==> config.mk <==
export PLATFORM = sky130hd
export DESIGN_NAME = msx_slots
export DESIGN_NICKNAME = d
export VERILOG_FILES = /design/src/hw/msx_mem_pkg.sv /design/src/hw/msx_slot_pkg.sv /design/src/hw/xlat_if.sv /design/src/hw/mem_port.sv /design/src/hw/msx_slots.sv /design/src/hw/page_map.sv /design/src/hw/ram_mapper.sv /design/src/hw/slot_expander.sv
export SDC_FILE = /design/constraint.sdc
export NUM_CORES = 1
export LEC_CHECK = 0
export BUFFER_PORTS_ARGS = -buffer_cell sky130_fd_sc_hd__buf_2
export CAP_MARGIN = 0
export CELL_PAD_IN_SITES_DETAIL_PLACEMENT = 1
export CELL_PAD_IN_SITES_GLOBAL_PLACEMENT = 1
export CORE_UTILIZATION = 37
export CTS_BUF_LIST = sky130_fd_sc_hd__clkbuf_8
export DETAILED_ROUTE_END_ITERATION = 10
export PLACE_DENSITY = 0.62
export SLEW_MARGIN = 20
export SYNTH_ARGS = -nofsm -noshare
export SYNTH_HDL_FRONTEND = slang
export SYNTH_SLANG_ARGS = --single-unit
==> constraint.sdc <==
create_clock -name clk -period 5.55 [get_ports clk]
set_input_delay 1.11 -clock clk [delete_from_list [all_inputs] [get_ports clk]]
set_output_delay 1.11 -clock clk [all_outputs]
set_load 0.01 [all_outputs]
==> src/hw/msx_mem_pkg.sv <==
package msx_mem_pkg;

   typedef logic [15:0] cpu_addr_t;

   typedef logic [7:0] byte_t;

   // 16 KB block in external memory
   typedef logic [7:0] block_t;

   // {block, 14 bit offset}
   typedef logic [21:0] mem_addr_t;

endpackage

==> src/hw/msx_slot_pkg.sv <==
package msx_slot_pkg;

   // Kind of memory behind one page of one (sub)slot
   typedef enum logic [2:0] {
      PAGE_EMPTY  = 3'd0,
      PAGE_ROM    = 3'd1,
      PAGE_RAM    = 3'd2,
      PAGE_MAPPER = 3'd3   // RAM banked through ports FC..FF
   } slot_typ_t;

   // Primary slot, selected outside the design
   typedef logic [1:0] slot_t;

   // Secondary slot from the expander register at FFFF
   typedef logic [1:0] subslot_t;

   // CPU page, address bits 15:14
   typedef logic [1:0] page_t;

   // Page table index, {slot, subslot, page}
   typedef logic [5:0] tbl_index_t;

endpackage

==> src/hw/xlat_if.sv <==
interface xlat_if;

   msx_slot_pkg::slot_typ_t typ;       // Page type of current access
   msx_mem_pkg::mem_addr_t  addr;      // Translated byte address
   logic                    init;      // Entry loaded since reset
   logic                    writable;  // RAM or MAPPER

   modport map (
      output typ,
      output addr,
      output init,
      output writable
   );

   modport port (
      input typ,
      input addr,
      input init,
      input writable
   );

endinterface

==> src/hw/mem_port.sv <==
module mem_port (
   input  logic                   clk,
   input  logic                   reset,
   input  logic                   cpu_valid,
   input  logic                   cpu_wr,
   input  logic                   cpu_iorq,
   input  msx_mem_pkg::byte_t     cpu_wdata,
   input  logic                   exp_hit,
   input  msx_mem_pkg::byte_t     exp_rdata,
   input  logic                   map_hit,
   input  msx_mem_pkg::byte_t     map_rdata,
   xlat_if.port                   xlat,
   input  logic                   mem_ready,
   input  msx_mem_pkg::byte_t     mem_rdata,
   input  logic                   mem_rvalid,
   output logic                   cpu_ready,
   output msx_mem_pkg::byte_t     cpu_rdata,
   output logic                   accept,
   output logic                   busy,
   output logic                   mem_valid,
   output msx_mem_pkg::mem_addr_t mem_addr,
   output logic                   mem_we,
   output msx_mem_pkg::byte_t     mem_wdata
);

   typedef enum logic [2:0] {IDLE, REPLY, REQ, WAIT_DATA, DONE} state_t;

   state_t state;
   logic   reg_acc;
   logic   mem_acc;
   logic   we_q;

   assign reg_acc = exp_hit || map_hit;
   // Anything else is a null access, answered with FF
   assign mem_acc = !cpu_iorq && xlat.init && xlat.typ != msx_slot_pkg::PAGE_EMPTY &&
                    (!cpu_wr || xlat.writable);

   assign accept    = state == IDLE && cpu_valid;
   assign busy      = cpu_valid || state != IDLE;
   assign cpu_ready = state == REPLY || state == DONE;
   assign mem_valid = state == REQ;
   assign mem_we    = mem_valid && we_q;

   always_ff @(posedge clk or posedge reset) begin
      if (reset) begin
         state <= IDLE;
      end else begin
         case (state)
            IDLE: begin
               if (cpu_valid) begin
                  state <= (!reg_acc && mem_acc) ? REQ : REPLY;
               end
            end
            REQ: begin
               if (mem_ready) begin
                  state <= we_q ? DONE : WAIT_DATA;
               end
            end
            WAIT_DATA: begin
               if (mem_rvalid) begin
                  state <= DONE;
               end
            end
            default: state <= IDLE;   // REPLY and DONE last one cycle
         endcase
      end
   end

   // Request fields and read byte, captured at accept
   always_ff @(posedge clk) begin
      if (accept) begin
         mem_addr  <= xlat.addr;
         mem_wdata <= cpu_wdata;
         we_q      <= cpu_wr;
         cpu_rdata <= exp_hit ? exp_rdata : map_hit ? map_rdata : 8'hFF;
      end else if (state == WAIT_DATA && mem_rvalid) begin
         cpu_rdata <= mem_rdata;
      end
   end

endmodule

==> src/hw/msx_slots.sv <==
module msx_slots #(
   parameter logic [3:0] EXPANDED_MASK = 4'b0000
) (
   input  logic                      clk,
   input  logic                      reset,
   // CPU side
   input  logic                      cpu_valid,
   output logic                      cpu_ready,
   input  msx_mem_pkg::cpu_addr_t    cpu_addr,
   input  msx_mem_pkg::byte_t        cpu_wdata,
   output msx_mem_pkg::byte_t        cpu_rdata,
   input  logic                      cpu_wr,
   input  logic                      cpu_iorq,
   input  msx_slot_pkg::slot_t       active_slot,
   // Page table load
   input  logic                      cfg_valid,
   output logic                      cfg_ready,
   input  msx_slot_pkg::tbl_index_t  cfg_index,
   input  msx_slot_pkg::slot_typ_t   cfg_typ,
   input  msx_mem_pkg::block_t       cfg_block,
   // External memory
   output logic                      mem_valid,
   input  logic                      mem_ready,
   output msx_mem_pkg::mem_addr_t    mem_addr,
   output logic                      mem_we,
   output msx_mem_pkg::byte_t        mem_wdata,
   input  msx_mem_pkg::byte_t        mem_rdata,
   input  logic                      mem_rvalid
);

   msx_slot_pkg::subslot_t subslot;
   msx_mem_pkg::block_t    bank;
   msx_mem_pkg::byte_t     exp_rdata;
   msx_mem_pkg::byte_t     map_rdata;
   logic                   exp_hit;
   logic                   map_hit;
   logic                   accept;
   logic                   busy;

   xlat_if xlat ();

   slot_expander #(
      .EXPANDED_MASK(EXPANDED_MASK)
   ) slot_expander_i (
      .clk(clk), .reset(reset), .accept(accept),
      .cpu_addr(cpu_addr), .cpu_wdata(cpu_wdata), .cpu_wr(cpu_wr), .cpu_iorq(cpu_iorq),
      .active_slot(active_slot), .subslot(subslot),
      .reg_hit(exp_hit), .reg_rdata(exp_rdata)
   );

   ram_mapper ram_mapper_i (
      .clk(clk), .reset(reset), .accept(accept),
      .cpu_addr(cpu_addr), .cpu_wdata(cpu_wdata), .cpu_wr(cpu_wr), .cpu_iorq(cpu_iorq),
      .bank(bank), .reg_hit(map_hit), .reg_rdata(map_rdata)
   );

   page_map page_map_i (
      .clk(clk), .reset(reset),
      .cfg_valid(cfg_valid), .cfg_index(cfg_index), .cfg_typ(cfg_typ),
      .cfg_block(cfg_block), .busy(busy), .active_slot(active_slot),
      .subslot(subslot), .cpu_addr(cpu_addr), .bank(bank),
      .cfg_ready(cfg_ready), .xlat(xlat.map)
   );

   mem_port mem_port_i (
      .clk(clk), .reset(reset),
      .cpu_valid(cpu_valid), .cpu_wr(cpu_wr), .cpu_iorq(cpu_iorq), .cpu_wdata(cpu_wdata),
      .exp_hit(exp_hit), .exp_rdata(exp_rdata), .map_hit(map_hit), .map_rdata(map_rdata),
      .xlat(xlat.port),
      .mem_ready(mem_ready), .mem_rdata(mem_rdata), .mem_rvalid(mem_rvalid),
      .cpu_ready(cpu_ready), .cpu_rdata(cpu_rdata), .accept(accept), .busy(busy),
      .mem_valid(mem_valid), .mem_addr(mem_addr), .mem_we(mem_we), .mem_wdata(mem_wdata)
   );

endmodule

==> src/hw/page_map.sv <==
module page_map (
   input  logic                      clk,
   input  logic                      reset,
   input  logic                      cfg_valid,
   input  msx_slot_pkg::tbl_index_t  cfg_index,
   input  msx_slot_pkg::slot_typ_t   cfg_typ,
   input  msx_mem_pkg::block_t       cfg_block,
   input  logic                      busy,
   input  msx_slot_pkg::slot_t       active_slot,
   input  msx_slot_pkg::subslot_t    subslot,
   input  msx_mem_pkg::cpu_addr_t    cpu_addr,
   input  msx_mem_pkg::block_t       bank,
   output logic                      cfg_ready,
   xlat_if.map                       xlat
);

   localparam int ENTRIES = 2 ** $bits(msx_slot_pkg::tbl_index_t);

   msx_slot_pkg::slot_typ_t  ent_typ   [ENTRIES];
   msx_mem_pkg::block_t      ent_block [ENTRIES];
   logic [ENTRIES-1:0]       ent_init;
   logic                     run_q;
   logic                     load;
   msx_slot_pkg::tbl_index_t idx;
   msx_mem_pkg::block_t      blk;

   // Table is frozen while a CPU transaction runs
   assign cfg_ready = run_q && !busy;
   assign load      = cfg_valid && cfg_ready;

   always_ff @(posedge clk or posedge reset) begin
      if (reset) begin
         run_q    <= 1'b0;
         ent_init <= '0;
      end else begin
         run_q <= 1'b1;
         if (load) begin
            ent_init[cfg_index] <= 1'b1;
         end
      end
   end

   always_ff @(posedge clk) begin
      if (load) begin
         ent_typ[cfg_index]   <= cfg_typ;
         ent_block[cfg_index] <= cfg_block;
      end
   end

   assign idx = {active_slot, subslot, cpu_addr[15:14]};

   // Mapper pages add the bank, wrapping at 256 blocks
   assign blk = (ent_typ[idx] == msx_slot_pkg::PAGE_MAPPER) ? ent_block[idx] + bank
                                                             : ent_block[idx];

   assign xlat.typ      = ent_typ[idx];
   assign xlat.addr     = {blk, cpu_addr[13:0]};
   assign xlat.init     = ent_init[idx];
   assign xlat.writable = ent_typ[idx] == msx_slot_pkg::PAGE_RAM ||
                          ent_typ[idx] == msx_slot_pkg::PAGE_MAPPER;

endmodule

==> src/hw/ram_mapper.sv <==
module ram_mapper (
   input  logic                   clk,
   input  logic                   reset,
   input  logic                   accept,
   input  msx_mem_pkg::cpu_addr_t cpu_addr,
   input  msx_mem_pkg::byte_t     cpu_wdata,
   input  logic                   cpu_wr,
   input  logic                   cpu_iorq,
   output msx_mem_pkg::block_t    bank,
   output logic                   reg_hit,
   output msx_mem_pkg::byte_t     reg_rdata
);

   msx_mem_pkg::block_t bank_reg [4];
   msx_slot_pkg::page_t port_sel;
   msx_slot_pkg::page_t page;

   assign port_sel = cpu_addr[1:0];   // FC..FF map to pages 0..3
   assign page     = cpu_addr[15:14];

   assign reg_hit   = cpu_iorq && cpu_addr[7:2] == 6'b111111;
   assign reg_rdata = bank_reg[port_sel];

   always_ff @(posedge clk or posedge reset) begin
      if (reset) begin
         // Power-on layout, page 0 on the top bank
         bank_reg[0] <= 8'd3;
         bank_reg[1] <= 8'd2;
         bank_reg[2] <= 8'd1;
         bank_reg[3] <= 8'd0;
      end else if (accept && reg_hit && cpu_wr) begin
         bank_reg[port_sel] <= cpu_wdata;
      end
   end

   assign bank = bank_reg[page];   // Only meaningful for memory accesses

endmodule

==> src/hw/slot_expander.sv <==
module slot_expander #(
   parameter logic [3:0] EXPANDED_MASK = 4'b0000
) (
   input  logic                    clk,
   input  logic                    reset,
   input  logic                    accept,
   input  msx_mem_pkg::cpu_addr_t  cpu_addr,
   input  msx_mem_pkg::byte_t      cpu_wdata,
   input  logic                    cpu_wr,
   input  logic                    cpu_iorq,
   input  msx_slot_pkg::slot_t     active_slot,
   output msx_slot_pkg::subslot_t  subslot,
   output logic                    reg_hit,
   output msx_mem_pkg::byte_t      reg_rdata
);

   msx_mem_pkg::byte_t  sub_reg [4];   // One per primary slot
   msx_slot_pkg::page_t page;
   logic                expanded;

   assign page     = cpu_addr[15:14];
   assign expanded = EXPANDED_MASK[active_slot];

   // FFFF only decodes as register in an expanded slot
   assign reg_hit   = expanded && !cpu_iorq && cpu_addr == 16'hFFFF;
   assign reg_rdata = ~sub_reg[active_slot];   // Reads back inverted

   always_ff @(posedge clk or posedge reset) begin
      if (reset) begin
         for (int i = 0; i < 4; i++) begin
            sub_reg[i] <= '0;
         end
      end else if (accept && reg_hit && cpu_wr) begin
         sub_reg[active_slot] <= cpu_wdata;
      end
   end

   // Two bits per page, page 0 in the low bits
   assign subslot = expanded ? sub_reg[active_slot][2*page +: 2] : '0;

endmodule

==> impl_metrics.env <==
export IMPL_power_density_nw_per_um2=324.6
export IMPL_drt_total_wl_mm=26.01
export IMPL_start_util=0.3807
export IMPL_stdcell_area_um2=12770
export IMPL_cts_made_buffers=45
export IMPL_min_period_over_period=0.7395
export IMPL_min_period_ps=4104
export IMPL_pre_cts_ws_ps=809.0
export IMPL_hpwl_mm=16.06
export IMPL_route_detailed_drc=0
export IMPL_crit_family="multiplexers"
export IMPL_coreArea_um2=29090
export IMPL_ys_seq_area_frac=0.7009
export IMPL_synthDistinctLibCells=56
export IMPL_dr_pass1_iters=4
export IMPL_synth_net_count=641
export IMPL_synth_ff_type="edfxtp_1"
export IMPL_timing_fmax_mhz=243.7
export IMPL_use_met3=0.03525
export IMPL_die_h_um=175.0
export IMPL_worstSetupStartpointType="primary input"
export IMPL_yosys_warnings=0
export IMPL_place_congestion=0.7500
export IMPL_status="completed"
export IMPL_nets=768
export IMPL_drt_iter0_drc=393
export IMPL_crit_path_top_delay_cell="buf_4"
export IMPL_ir_drop_uv=250.9
export IMPL_via_count=5865
export IMPL_required_ps=5850
export IMPL_port_buffers=100
export IMPL_ys_seq_elements=267
export IMPL_globalRouteTotalUtil=0.1756
export IMPL_setup_viol=0
export IMPL_area_growth_pct=15.30
export IMPL_cts_sinks=267
export IMPL_fin_skew_ps=21.79
export IMPL_ioPinCount=101
export IMPL_cts_setup_buffers=0
export IMPL_grt_first_pass_wirelength_mm=39.65
export IMPL_h_tree_depth=2
export IMPL_cts_hold_buf=0
export IMPL_insertion_delay_ps=560
export IMPL_viasPerCell=5.251
export IMPL_largest_reg_flops=128
export IMPL_ant_nets=0
export IMPL_grt_pass1_vias=6516
export IMPL_crit_fanout=43
export IMPL_grt_max_degree=53
export IMPL_dieArea_um2=30630
export IMPL_synth_edf_count=215
export IMPL_use_met2=0.2994
export IMPL_crit_buf_inv=2
export IMPL_layout_commonest_cell="edfxtp_1"
export IMPL_worst_pin_slew_ps=1089
export IMPL_p_total_mw=4.145
export IMPL_finalHoldViolCount=0
export IMPL_antenna_found_initial=0
export IMPL_cts_path_max_buffers=3
export IMPL_synth_avg_cell_area_um2=19.29
export IMPL_busiest_layer="met2"
export IMPL_syn_area_um2=11070
export IMPL_drv_slew=0
export IMPL_layout_setup_ws_ps=1446
export IMPL_worst_setup_path_type="in -> reg"
export IMPL_max_stage_delay_ps=610
export IMPL_wl_per_cell_um=23.28
export IMPL_slew_limit_headroom=0.2734
export IMPL_ctsResizeCount=0
export IMPL_worstPathCellList="buf_4 > mux4_2 > mux4_2 > ha_1 > inv_1 > fa_1 > nor2b_1 > o21a_1 > o21ai_0 > a211o_1 > o311ai_0 > mux2_4"
export IMPL_grt_util_met1=0.2235
export IMPL_crit_top_cell="mux4_2"
export IMPL_cap_violations=0
export IMPL_leakagePower_nw=4.700
export IMPL_async_flop_share=0.1948
export IMPL_fillers=2824
export IMPL_num_antenna_cells=0
export IMPL_fp_row_count=62
export IMPL_path_clk_slew_ps=60
export IMPL_rsz0062_at_grt="false"
export IMPL_die_w_um=175.0
export IMPL_gr_total_overflow=0
export IMPL_end_kind="register"
export IMPL_hold_class="reg -> reg"
export IMPL_cts_root_buf="clkbuf_8"
export IMPL_setup_tns_ps=0
export IMPL_cp_arrival_ps=4400
export IMPL_placed_area_um2=11960
export IMPL_drive_gt1_frac=0.3656
export IMPL_syn_instance_count=574
export IMPL_final_cell_mix="edfxtp_1, buf_2, mux4_2"
export IMPL_post_route_util=0.4389
export IMPL_tritoncts="built"
-- cell usage after synthesis (all sizes together), types with 3 or more instances --
cell type,number,share of area
mux2,44,0.045
nor2,31,0.011
ha,7,0.0079
nand2,11,0.0037
xnor2,5,0.0040
or2,8,0.0045
mux2i,15,0.014
a21oi,6,0.0027
edfxtp,215,0.58
o211ai,3,0.0020
or3,4,0.0023
buf,20,0.014
clkbuf,4,0.0014
dfrtp,48,0.11
o21bai,10,0.0068
mux4,63,0.13
nand3,12,0.0054
nor2b,6,0.0034
nand2b,3,0.0017
o22a,8,0.0063
inv,10,0.0034
dfstp,4,0.0095
o21ai,3,0.0014
a22oi,3,0.0020
nand4,3,0.0017
-- cells by family after synthesis --
group                      count (synthesis)  share of synthesized area
DFF                                      267                     0.7009
muxes                                    122                     0.1891
and+or+nand+nor                           89                    0.04384
AOI/OAI and AO/OA                         46                    0.03220
buffers and inverters                     34                    0.01830
adders and majority gates                  8                   0.009716
xor gates and xnor gates                   7                   0.005536
other                                      1                  0.0003386
-- power breakdown --
part | total (mW) | switching (mW) | internal, mW
sequential | 2.25 | 0.0219 | 2.23
combinational | 0.311 | 0.183 | 0.128
clock | 1.58 | 0.780 | 0.801
-- stage by stage --
| stage | std cells | hold WS [ps] |
|---|---|---|
| after detailed placement | 1038 | 456.9 |
| after CTS | 1117 | 469.5 |
| after floorplan | 574 | 427.8 |
| after global routing | 1117 | 491.0 |
| after global placement | 1038 | 443.8 |
| final | 1117 | 464.9 |
-- layout make-up --
| class | instances | area, µm² | area share |
|---|---|---|---|
| flip-flops and latches | 267 | 7762 | 0.6079 |
| multi-input cells | 273 | 3149 | 0.2466 |
| clock buffers | 48 | 660.6 | 0.05174 |
| repair buffers | 104 | 533.0 | 0.04174 |
| well taps | 384 | 480.5 | 0.03763 |
| clock inverters | 31 | 143.9 | 0.01127 |
| inverters | 10 | 38.79 | 0.003038 |
-- routing by layer --
metal  vias to the layer above  wire, µm
li1                       2576         -
met1                      3056     11260
met2                       181     13020
met3                        52      1096
met4                         0       633
met5                         -         0
-- final timing paths --
check                                            endpoint  cells after the start                   startpoint  slack (ps)
worst max-delay path              mem_port_i.mem_addr[20]                     12                 cpu_addr[14]        1450
worst min-delay path               page_map_i.ent_init[0]                      1       page_map_i.ent_init[0]         460
worst max register to register    mem_port_i.mem_addr[20]                     11  page_map_i.ent_block[51][0]        2360
worst min register to register     page_map_i.ent_init[0]                      1       page_map_i.ent_init[0]         460
max in group asynchronous       ram_mapper_i.bank_reg[18]                      2                        reset        4230
min in group asynchronous       ram_mapper_i.bank_reg[23]                      2                        reset         740
No activity file was read; power rests on OpenSTA's default activity.
